<file path="src/design/mdio_pkg.sv">
package mdio_pkg;

  // --------------------
  // field widths
  // --------------------

  // clause-22 phy address
  typedef logic [4:0] phy_addr_t;
  // register number inside one phy
  typedef logic [4:0] reg_addr_t;
  // one phy register value
  typedef logic [15:0] mdio_data_t;
  // wishbone word offset, four registers
  typedef logic [1:0] wb_addr_t;
  typedef logic [31:0] wb_data_t;

  // --------------------
  // register map
  // --------------------
  localparam wb_addr_t REG_ADDR   = 2'd0;
  localparam wb_addr_t REG_WDATA  = 2'd1;
  localparam wb_addr_t REG_CMD    = 2'd2;
  localparam wb_addr_t REG_STATUS = 2'd3;

  // --------------------
  // frame timing
  // --------------------

  // clocks per mdc half period, one mdc bit is 2*MDC_HALF clocks
  localparam int MDC_HALF   = 4;
  localparam int MDC_CNT_W  = $clog2(MDC_HALF);
  // preamble, st, op, phyad, regad, ta and data
  localparam int FRAME_BITS = 64;
  // index of the last regad bit, the line is let go below it on a read
  localparam int TA_BIT     = 18;

  // mdc half-period divider count
  typedef logic [MDC_CNT_W-1:0] mdc_cnt_t;
  // frame bit index, one extra bit so FRAME_BITS itself means "before bit 63"
  typedef logic [$clog2(FRAME_BITS):0] bit_idx_t;

  // command handed from the register block to the engine
  typedef struct packed {
    logic       write;
    phy_addr_t  phy;
    reg_addr_t  reg_addr;
    mdio_data_t wdata;
  } mdio_cmd_t;

  // value and enable for the mdio pin
  typedef struct packed {
    logic out;
    logic oe;
  } mdio_bit_t;

  typedef enum logic [1:0] {
    ENG_IDLE,
    ENG_SHIFT,
    ENG_DONE
  } engine_state_t;

endpackage

</file>
<file path="src/design/mdio_wb_regs.sv">
`timescale 1ns/1ns

module mdio_wb_regs (
  input  logic                  clock,
  input  logic                  reset,
  input  logic                  cyc,
  input  logic                  stb,
  input  logic                  we,
  input  mdio_pkg::wb_addr_t    adr,
  input  mdio_pkg::wb_data_t    dat_w,
  input  logic                  done,
  input  mdio_pkg::mdio_data_t  rdata,
  output mdio_pkg::wb_data_t    dat_r,
  output logic                  ack,
  output logic                  start,
  output mdio_pkg::mdio_cmd_t   cmd
);

  logic                 access;
  logic                 wr_en;
  logic                 cmd_accept;
  logic                 busy;
  mdio_pkg::phy_addr_t  phy_q;
  mdio_pkg::reg_addr_t  reg_q;
  mdio_pkg::mdio_data_t wdata_q;
  mdio_pkg::mdio_data_t rdata_q;
  mdio_pkg::wb_data_t   rd_mux;

  // --------------------
  // bus handshake
  // --------------------

  // new cycle seen while ack is still low
  assign access = cyc && stb && !ack;
  assign wr_en  = access && we;

  // cmd write with at least one start bit, dropped while a frame runs
  assign cmd_accept = wr_en && (adr == mdio_pkg::REG_CMD) && !busy
                      && (dat_w[0] || dat_w[1]);

  // single-cycle ack, no wait states
  always_ff @(posedge clock)
  begin
    if (reset)
      ack <= 1'b0;
    else
      ack <= access;
  end

  // readback mux
  always_comb
  begin
    rd_mux = '0;
    case (adr)
      mdio_pkg::REG_ADDR:   rd_mux[9:0]  = {phy_q, reg_q};
      mdio_pkg::REG_WDATA:  rd_mux[15:0] = wdata_q;
      // busy flag sits above the last read value
      mdio_pkg::REG_STATUS: rd_mux[16:0] = {busy, rdata_q};
      // cmd reads as zero
      default:              rd_mux = '0;
    endcase
  end

  // read data is held while ack is high
  always_ff @(posedge clock)
  begin
    if (access && !we)
      dat_r <= rd_mux;
  end

  // --------------------
  // address and data regs
  // --------------------
  always_ff @(posedge clock)
  begin
    if (reset)
    begin
      phy_q   <= '0;
      reg_q   <= '0;
      wdata_q <= '0;
    end
    else if (wr_en)
    begin
      if (adr == mdio_pkg::REG_ADDR)
      begin
        phy_q <= dat_w[9:5];
        reg_q <= dat_w[4:0];
      end
      if (adr == mdio_pkg::REG_WDATA)
        wdata_q <= dat_w[15:0];
    end
  end

  // --------------------
  // command issue
  // --------------------

  // busy from accept until the engine reports done
  always_ff @(posedge clock)
  begin
    if (reset)
    begin
      start   <= 1'b0;
      busy    <= 1'b0;
      rdata_q <= '0;
    end
    else
    begin
      start <= cmd_accept;
      if (cmd_accept)
        busy <= 1'b1;
      else if (done)
        busy <= 1'b0;
      // only reads update the status value
      if (done && !cmd.write)
        rdata_q <= rdata;
    end
  end

  // snapshot of the fields, stays put for the whole frame
  always_ff @(posedge clock)
  begin
    if (cmd_accept)
    begin
      // bit 0 means read and wins over bit 1
      cmd.write    <= !dat_w[0];
      cmd.phy      <= phy_q;
      cmd.reg_addr <= reg_q;
      cmd.wdata    <= wdata_q;
    end
  end

  a_ack_one_cycle: assert property (@(posedge clock) disable iff (reset)
    ack |=> !ack)
    else $error("wishbone ack held for more than one cycle");

  // the engine only reports completion of a frame this block started
  a_done_while_busy: assert property (@(posedge clock) disable iff (reset)
    done |-> busy)
    else $error("done seen with no command outstanding");

endmodule

</file>
<file path="src/design/mdio_frame_engine.sv">
`timescale 1ns/1ns

module mdio_frame_engine (
  input  logic                  clock,
  input  logic                  reset,
  input  logic                  start,
  input  mdio_pkg::mdio_cmd_t   cmd,
  input  logic                  bit_tick,
  input  logic                  sample_tick,
  input  logic                  in_bit,
  output mdio_pkg::mdio_bit_t   line,
  output logic                  done,
  output mdio_pkg::mdio_data_t  rdata
);

  mdio_pkg::engine_state_t         state;
  mdio_pkg::bit_idx_t              idx;
  logic [mdio_pkg::FRAME_BITS-1:0] frame;
  logic [mdio_pkg::FRAME_BITS-1:0] next_frame;
  logic [1:0]                      op;
  logic                            is_read;
  logic                            sample_q;
  logic                            waiting;
  mdio_pkg::mdio_data_t            shift_in;

  // --------------------
  // frame build
  // --------------------

  // opcode 10 read, 01 write
  assign op = cmd.write ? 2'b01 : 2'b10;

  // 32 preamble ones, st 01, op, phyad, regad, ta, data
  // on a read the ta and data slots are ones, the line is let go there anyway
  assign next_frame = {32'hFFFF_FFFF, 2'b01, op, cmd.phy, cmd.reg_addr,
                       cmd.write ? 2'b10 : 2'b11,
                       cmd.write ? cmd.wdata : 16'hFFFF};

  always_ff @(posedge clock)
  begin
    if (state == mdio_pkg::ENG_IDLE && start)
      frame <= next_frame;
  end

  // --------------------
  // bit sequencer
  // --------------------

  // idx == FRAME_BITS holds the line until the first mdc fall
  assign waiting = (idx == mdio_pkg::bit_idx_t'(mdio_pkg::FRAME_BITS));

  always_ff @(posedge clock)
  begin
    if (reset)
    begin
      state   <= mdio_pkg::ENG_IDLE;
      idx     <= '0;
      is_read <= 1'b0;
    end
    else
    begin
      case (state)
        mdio_pkg::ENG_IDLE:
          if (start)
          begin
            state   <= mdio_pkg::ENG_SHIFT;
            idx     <= mdio_pkg::bit_idx_t'(mdio_pkg::FRAME_BITS);
            is_read <= !cmd.write;
          end
        mdio_pkg::ENG_SHIFT:
          // one bit per mdc fall, the fall after bit 0 ends the frame
          if (bit_tick)
          begin
            if (idx == '0)
              state <= mdio_pkg::ENG_DONE;
            else
              idx <= idx - mdio_pkg::bit_idx_t'(1);
          end
        mdio_pkg::ENG_DONE:
          state <= mdio_pkg::ENG_IDLE;
        default:
          state <= mdio_pkg::ENG_IDLE;
      endcase
    end
  end

  // done is the single ENG_DONE cycle
  assign done = (state == mdio_pkg::ENG_DONE);

  // --------------------
  // pin value
  // --------------------
  always_comb
  begin
    // idle line is released, pull-up keeps it high
    line.out = 1'b1;
    line.oe  = 1'b0;
    if (state == mdio_pkg::ENG_SHIFT && !waiting)
    begin
      line.out = frame[idx[$clog2(mdio_pkg::FRAME_BITS)-1:0]];
      // read frames let go once past the last regad bit
      line.oe  = !(is_read && idx < mdio_pkg::bit_idx_t'(mdio_pkg::TA_BIT));
    end
  end

  // --------------------
  // read capture
  // --------------------

  // in_bit is registered on sample_tick, use it one clock later
  always_ff @(posedge clock)
  begin
    if (reset)
      sample_q <= 1'b0;
    else
      sample_q <= sample_tick;
  end

  // msb first, the rises inside data bits 15..0
  always_ff @(posedge clock)
  begin
    if (state == mdio_pkg::ENG_SHIFT && is_read && sample_q
        && idx < mdio_pkg::bit_idx_t'($bits(mdio_pkg::mdio_data_t)))
      shift_in <= {shift_in[14:0], in_bit};
  end

  assign rdata = shift_in;

  a_idle_released: assert property (@(posedge clock) disable iff (reset)
    state == mdio_pkg::ENG_IDLE |-> !line.oe)
    else $error("mdio driven while the engine is idle");

  // the register block must hold off new commands until done
  a_start_in_idle: assert property (@(posedge clock) disable iff (reset)
    start |-> state == mdio_pkg::ENG_IDLE)
    else $error("start received while a frame is in progress");

endmodule

</file>
<file path="src/design/mdio_pin_driver.sv">
`timescale 1ns/1ns

module mdio_pin_driver (
  input  logic                clock,
  input  logic                reset,
  input  mdio_pkg::mdio_bit_t line,
  input  logic                mdio_in,
  output logic                mdc,
  output logic                mdio_out,
  output logic                mdio_oe,
  output logic                bit_tick,
  output logic                sample_tick,
  output logic                in_bit
);

  mdio_pkg::mdc_cnt_t div_cnt;
  logic               half_end;

  // --------------------
  // mdc divider
  // --------------------

  // last clock of an mdc half period
  assign half_end = (div_cnt == mdio_pkg::mdc_cnt_t'(mdio_pkg::MDC_HALF - 1));

  always_ff @(posedge clock)
  begin
    if (reset)
    begin
      div_cnt <= '0;
      mdc     <= 1'b0;
    end
    else
    begin
      div_cnt <= half_end ? '0 : div_cnt + mdio_pkg::mdc_cnt_t'(1);
      if (half_end)
        mdc <= !mdc;
    end
  end

  // mdc falls on the edge ending a bit_tick cycle, rises after a sample_tick
  assign bit_tick    = half_end && mdc;
  assign sample_tick = half_end && !mdc;

  // --------------------
  // pin registers
  // --------------------
  always_ff @(posedge clock)
  begin
    if (reset)
    begin
      mdio_out <= 1'b1;
      mdio_oe  <= 1'b0;
    end
    else
    begin
      mdio_out <= line.out;
      mdio_oe  <= line.oe;
    end
  end

  // capture on the same edge as the mdc rise
  always_ff @(posedge clock)
  begin
    if (sample_tick)
      in_bit <= mdio_in;
  end

  a_mdc_on_tick: assert property (@(posedge clock) disable iff (reset)
    $changed(mdc) |-> $past(bit_tick || sample_tick))
    else $error("mdc toggled without a tick");

endmodule

</file>
<file path="src/design/mdio_master.sv">
`timescale 1ns/1ns

module mdio_master (
  input  logic               clock,
  input  logic               reset,
  // wishbone classic slave
  input  logic               cyc,
  input  logic               stb,
  input  logic               we,
  input  mdio_pkg::wb_addr_t adr,
  input  mdio_pkg::wb_data_t dat_w,
  output mdio_pkg::wb_data_t dat_r,
  output logic               ack,
  // mdio pins, tristate buffer lives on the board
  input  logic               mdio_in,
  output logic               mdc,
  output logic               mdio_out,
  output logic               mdio_oe
);

  // --------------------
  // internal links
  // --------------------

  // register block to engine
  logic                 start;
  mdio_pkg::mdio_cmd_t  cmd;
  logic                 done;
  mdio_pkg::mdio_data_t rdata;

  // engine to pin driver
  mdio_pkg::mdio_bit_t  line;
  logic                 bit_tick;
  logic                 sample_tick;
  logic                 in_bit;

  // host side
  mdio_wb_regs i_mdio_wb_regs (
    .clock (clock),
    .reset (reset),
    .cyc   (cyc),
    .stb   (stb),
    .we    (we),
    .adr   (adr),
    .dat_w (dat_w),
    .done  (done),
    .rdata (rdata),
    .dat_r (dat_r),
    .ack   (ack),
    .start (start),
    .cmd   (cmd)
  );

  // clause-22 framing
  mdio_frame_engine i_mdio_frame_engine (
    .clock       (clock),
    .reset       (reset),
    .start       (start),
    .cmd         (cmd),
    .bit_tick    (bit_tick),
    .sample_tick (sample_tick),
    .in_bit      (in_bit),
    .line        (line),
    .done        (done),
    .rdata       (rdata)
  );

  // mdc and pin timing
  mdio_pin_driver i_mdio_pin_driver (
    .clock       (clock),
    .reset       (reset),
    .line        (line),
    .mdio_in     (mdio_in),
    .mdc         (mdc),
    .mdio_out    (mdio_out),
    .mdio_oe     (mdio_oe),
    .bit_tick    (bit_tick),
    .sample_tick (sample_tick),
    .in_bit      (in_bit)
  );

endmodule

</file>
<file path="config.mk">
export PLATFORM = sky130hd
export DESIGN_NAME = mdio_master
export DESIGN_NICKNAME = d
export VERILOG_FILES = /design/src/design/mdio_pkg.sv /design/src/design/mdio_wb_regs.sv /design/src/design/mdio_frame_engine.sv /design/src/design/mdio_pin_driver.sv /design/src/design/mdio_master.sv
export SDC_FILE = /design/constraint.sdc
export NUM_CORES = 1
export LEC_CHECK = 0
export BUFFER_PORTS_ARGS = -buffer_cell sky130_fd_sc_hd__buf_2
export CAP_MARGIN = 30
export CORE_UTILIZATION = 50
export DETAILED_ROUTE_END_ITERATION = 6
export PLACE_DENSITY = 0.71
export SETUP_SLACK_MARGIN = 0.05
export SLEW_MARGIN = 20
export SYNTH_ARGS = -nofsm -noshare
export SYNTH_HDL_FRONTEND = slang
export SYNTH_SLANG_ARGS = --single-unit
</file>
<file path="constraint.sdc">
create_clock -name clock -period 2.93 [get_ports clock]
set_input_delay 0.586 -clock clock [delete_from_list [all_inputs] [get_ports clock]]
set_output_delay 0.586 -clock clock [all_outputs]
set_load 0.05 [all_outputs]
</file>
==> out/qor.yml, run 1 <==
synth_top_area_cell: "edfxtp_1"
max_stage_delay_ns: 0.58
p_per_area_mw_per_mm2: 688
via_per_inst: 5.38
tritoncts: "yes"
core_mm2: 0.0111
antennaDiodeCount: 0
yosys.area_share.simple_pct: 11.8
yosys-mux-area-fraction_pct: 10.8
die_h_um: 110
track_usage_pct: 20.6
synth_top_family_by_area: "simple AND/OR/NAND/NOR gates"
final_common_cell: "edfxtp_1"
grt_setup_unrepaired: "false"
initial_core_util_pct: 52.3
worstSetupPathType: "flop to flop"
synth_area_leaders: "edfxtp_1, dfxtp_1, mux2i_1"
ys_async_sr_fraction_pct: 0
synth_compound_area_share_pct: 5.31
ctsHoldBuffers: 0
grt_pass1_wl_um: 17600
slew_headroom_pct: 50.1
synth.yosys.warnings: 0
htreeDepth: 4
num_io_pins: 76
period_needed_ns: 2.26
drive_gt1_share_pct: 18.7
drt_first_pass_iters: 4
synth_area_mm2: 0.00580
min_period_over_period_pct: 77.2
grt_start_max_net_pins: 38
synthToLayoutAreaGrowth_pct: 16.0
drv_cap: 0
drc: 0
ys_seq_area_share_pct: 67.2
syn_avg_cell_area_um2: 12.8
die-area_mm2: 0.0120
grt_pass1_vias: 3448
finClkSkew_ns: 0.0177
netlist_instances: 453
synth_adder_area_share_pct: 0.432
postRouteAntennaNets: 0
wl_per_cell_um: 16.8
grt.overflow.total: 0
synth_edf_count: 89
endpoint_kind: "flop"
worst_pin_slew_ns: 0.749
antenna_found_initial: 0
path_cells: "inv_1 -> ha_1 -> nor3b_1 -> a31o_2 -> a2111oi_2 -> mux2i_1"
cp.arrival_ns: 2.61
post_cts_buffers: 0
row_count: 38
hold_violations: 0
clock_path_buffers: 2
run_status: "finished, final reports clean"
ys_ff_latch: 150
fin_tns_setup_ns: 0
post_cts_resized: 0
clock.fmax_mhz: 442
path_max_fanout: 10
synthXorXnorAreaFrac_pct: 0.151
synth_cell_types: 42
required_ns: 3.28
slowest_stage: "dfxtp_1"
finalSetupViolations: 0
place_congestion: 0.791
postLayoutCoreUtil_pct: 60.7
final_cell_mix: "edfxtp_1, dfxtp_1, nand2_1, mux2i_1, buf_2"
hpwlAfterDp_um: 7020
cts_sinks: 150
clk_pin_slew_worst_paths_ns: 0.06
dr.first_iter.drc_count: 305
clockRootBuffer: "clkbuf_16"
clk_latency_ns: 0.43
leakage_uw: 0.00249
die_x_um: 110
port_buffers: 44
startpoint_type: "flop"
drv_slew: 0
numCtsBuffers: 17
fin_nets: 543
hold_class: "input pin to flop"
ir_worst_vdd_uv: 664
ys.flop_type: "edfxtp_1"
vias: 3520
drt-total-wl_um: 11000
synth.top_cell.area_share_pct: 46.1
## layout make-up
class	instances	area, µm²
clock buffers	18	450
clock inverters	14	161
fillers	847	4350
inverters	10	37.5
multi-input cells	269	1720
flip-flops and latches	150	3890
well taps	140	175
repair buffers	53	288
## cell families after synthesis
kind of cell               count (synthesis)
DFF                                      150
and+or+nand+nor                          144
muxes                                     56
AOI/OAI and AO/OA                         51
buffers and inverters                     48
adders and majority gates                  2
other                                      1
xor gates and xnor gates                   1
## synth_stat cells, types with 2 or more instances
library cell  number
mux4_2             5
edfxtp_1          89
nor2_1            38
nor3_1             3
nand2_1           53
a21oi_1           22
a21boi_0           2
or3_1              3
o31ai_1            2
mux2_2             2
dfxtp_1           61
mux2i_1           49
nand2b_1          19
ha_1               2
o21ai_0           15
a2111oi_2          2
clkbuf_1          12
nor2b_1            9
buf_1              4
nor3b_1            5
nand4b_1           2
nor4_1             2
nand3_1            4
inv_1             10
buf_4             15
buf_2              7
## layer usage
| layer | up-vias | global-route usage (%) | part of all wire (%) |
|---|---|---|---|
| met4 | 0 | 9.90 | 2.3 |
| met3 | 22 | 6.22 | 4.5 |
| met1 | 1723 | 24.8 | 42 |
| met2 | 103 | 34.0 | 51 |
| li1 | 1672 | - | - |
| met5 | - | 0 | 0 |
## critical path: cells and delay by family (launching register included)
family / cells / cell delay, ns
muxes: 1 / 0.23
and+or+nand+nor: 1 / 0.19
adders and majority gates: 1 / 0.25
buffers and inverters: 1 / 0.18
DFF: 1 / 0.58
AOI/OAI and AO/OA: 2 / 0.74
## power by group
| part | leakage [µW] | switching (µW) | internal (µW) |
|---|---|---|---|
| clock | 0.000297 | 890 | 1330 |
| sequential | 0.00137 | 10.7 | 2230 |
| combinational | 0.000829 | 127 | 41.8 |
## sequential cells by signal, indices dropped and copies added, names as in the netlist, 2 cells and up
signal	count
i_mdio_frame_engine.frame	28
i_mdio_wb_regs.cmd	27
i_mdio_wb_regs.wdata_q	16
i_mdio_frame_engine.state	2
i_mdio_frame_engine.idx	7
i_mdio_wb_regs.rdata_q	16
i_mdio_frame_engine.rdata	16
i_mdio_pin_driver.div_cnt	2
i_mdio_wb_regs.phy_q	5
i_mdio_wb_regs.dat_r	17
i_mdio_wb_regs.reg_q	5
## per-stage QoR
step                area [µm²]  power, µW  instances  hold slack [ns]  worst slack (ns)
floorplan                 5850       2430        467            0.400             0.795
global placement          6110       2450        622            0.402             0.748
detailed placement        6110       2460        622            0.405             0.700
CTS                       6730       4670        654            0.333             0.674
global route              6730       4770        654            0.335             0.473
finish                    6730       4630        654            0.354             0.669
## path summary, 6_finish.rpt
path                                           startpoint                                 endpoint  slack, ns  depth (start not counted)
hold reg to reg          i_mdio_wb_regs.cmd[25]$_DFFE_PP_  i_mdio_frame_engine.frame[27]$_DFFE_PP_       0.41                          0
setup reg to reg  i_mdio_frame_engine.idx[0]$_SDFFE_PP0P_  i_mdio_frame_engine.idx[3]$_SDFFE_PP0P_       0.67                          6
setup / recovery  i_mdio_frame_engine.idx[0]$_SDFFE_PP0P_  i_mdio_frame_engine.idx[3]$_SDFFE_PP0P_       0.67                          6
hold / removal                                    mdio_in       i_mdio_pin_driver.in_bit$_DFFE_PP_       0.35                          1
(Power assumes the default switching activity.)
==> inputs of run 2 (changes only) <==
PLACE_DENSITY = 0.73   (was 0.71)
clock period = 1.85 ns   (was 2.93 ns; I/O delays follow)
==> run 2 against run 1 <==
  * Clock power increased by 46%
  * First-iteration DRC count shrank 5.9%
  * Final cell count increased by 2.4%
  * Utilization increased by 1.5 points
  * Flip-flop and latch count did not move
  * Cell area increased by 2.4%
  * Die area unchanged
  * Critical path depth is 2 lower
  * Via count increased by 2.2%
  * Power rose by 53%
  * Register-to-register slack worse by 0.62 ns
  * Maximum frequency rose by 26%
  * Largest power group unchanged
==> out/qor.yml, run 2 (synthesized netlist as in run 1, its figures left out) <==
pre_cts_slack_ns: -0.0617
run_status: "finished, final reports clean"
wl_per_cell_um: 16.7
drt_first_pass_iters: 5
drc: 0
via_per_inst: 5.37
largest_reg_flops: 28
min_period_over_period_pct: 97.2
die-area_mm2: 0.0120
grt_pass1_wl_um: 17500
clk_latency_ns: 0.41
vias: 3597
final_cells: 670
drive_gt1_share_pct: 21.7
finalSetupViolations: 0
fin_tns_setup_ns: 0
synthToLayoutAreaGrowth_pct: 18.8
hold_class: "input pin to flop"
drv_slew: 0
post_cts_buffers: 0
die_h_um: 110
antennaDiodeCount: 0
row_count: 38
final_cell_mix: "edfxtp_1, dfxtp_1, nand2_1, mux2i_1, buf_2"
required_ns: 2.14
initial_core_util_pct: 52.3
met2_usage_pct: 32.3
ctsHoldBuffers: 0
drv_cap: 0
clockRootBuffer: "clkbuf_16"
path_cells: "mux4_2 -> mux2_2 -> a2111oi_4 -> o31ai_1"
num_io_pins: 76
postRouteAntennaNets: 0
clock_path_buffers: 2
clock.fmax_mhz: 556
dp.cells: 638
tritoncts: "yes"
numCtsBuffers: 17
grt_pass1_vias: 3487
grt_setup_unrepaired: "true"
cp.arrival_ns: 2.09
port_buffers: 44
dr.first_iter.drc_count: 287
clk_pin_slew_worst_paths_ns: 0.06
worstSetupPathType: "flop to flop"
htreeDepth: 4
track_usage_pct: 20.4
slowest_stage: "mux4_2"
slew_headroom_pct: 60.1
path_max_fanout: 5
grt.overflow.total: 0
max_stage_delay_ns: 0.51
multi_input_comb_area_mm2: 0.00175
ff_latch_area_mm2: 0.00390
startpoint_type: "flop"
core_mm2: 0.0111
die_x_um: 110
drt-total-wl_um: 11200
ir_worst_vdd_uv: 779
place_congestion: 0.911
postLayoutCoreUtil_pct: 62.2
worst_pin_slew_ns: 0.591
finalWorstSetupSlack_ns: 0.0519
fin_nets: 559
final_common_cell: "edfxtp_1"
nFillCells: 829
busiest_layer: "met2"
hold_violations: 0
p_per_area_mw_per_mm2: 1030
grt_start_max_net_pins: 56
antenna_found_initial: 0
largest_register: "i_mdio_frame_engine.frame"
endpoint_kind: "flop"
hpwlAfterDp_um: 7160
top_regs: "i_mdio_frame_engine.frame (28), i_mdio_wb_regs.cmd (27), i_mdio_wb_regs.dat_r (17)"
period_needed_ns: 1.80
leakage_uw: 0.00255
met3_usage_pct: 6.28
use_met1_pct: 25.3
cts_sinks: 150
finClkSkew_ns: 0.0133
==> run 2: changes by cell type in the layout (fill, tap and decap cells not counted), sizes merged <==
| cell | previous run | this run |
|---|---|---|
| clkinv | 5 | 3 |
| bufinv | 2 | 1 |
| buf | 53 | 69 |
| inv | 16 | 12 |
| clkinvlp | 1 | 4 |
| clkbuf | 18 | 22 |
==> run 2: cell type report <==
cell class | count | area share (%)
Clock buffer | 22 | 6.76
Inverter | 10 | 0.599
Sequential cell | 150 | 56.7
Multi-Input combinational cell | 269 | 25.4
Clock inverter | 10 | 1.38
Tap cell | 140 | 2.54
Timing Repair Buffer | 69 | 6.65
==> run 2: critical path: cells and delay by family, from the launching register on <==
family | cells | cell delay [ns]
mux | 2 | 0.83
compound gates | 2 | 0.46
flops | 1 | 0.39
==> run 2: path summary, 6_finish.rpt <==
path / start / to / slack [ns] / cells after the start
max: i_mdio_frame_engine.idx[1]$_SDFFE_PP0P_ / i_mdio_pin_driver.mdio_out$_SDFF_PP1_ / 0.05 / 4
min: mdio_in / i_mdio_pin_driver.in_bit$_DFFE_PP_ / 0.14 / 1
min reg2reg: i_mdio_wb_regs.cmd[25]$_DFFE_PP_ / i_mdio_frame_engine.frame[27]$_DFFE_PP_ / 0.41 / 0
max reg2reg: i_mdio_frame_engine.idx[1]$_SDFFE_PP0P_ / i_mdio_pin_driver.mdio_out$_SDFF_PP1_ / 0.05 / 4
==> run 2: layer usage <==
layer | routed length [µm] | share of wire (%)
met1 | 4800 | 43
met2 | 5540 | 50
met3 | 514 | 4.6
met4 | 323 | 2.9
met5 | 0 | 0
==> run 2: timing repair <==
action / 4_1_cts / 5_1_grt
endpoints found under the setup margin: 3 / 2
resized for setup: 2 / 3
endpoints found under the hold margin: 0 / 0
==> run 2: power by group <==
group / total (µW) / switching, µW / internal (µW)
Sequential: 3550 / 17.0 / 3540
Combinational: 284 / 205 / 78.9
Clock: 3250 / 1310 / 1940
==> run 2: stage by stage <==
stage          hold WS, ns  cell area, µm²  power, µW
2_1_floorplan        0.400            5880       3850
3_3_place_gp         0.405            6310       3900
3_5_place_dp         0.406            6310       3910
4_1_cts              0.129            6870       7150
5_1_grt              0.122            6890       7300
6_report             0.139            6890       7090
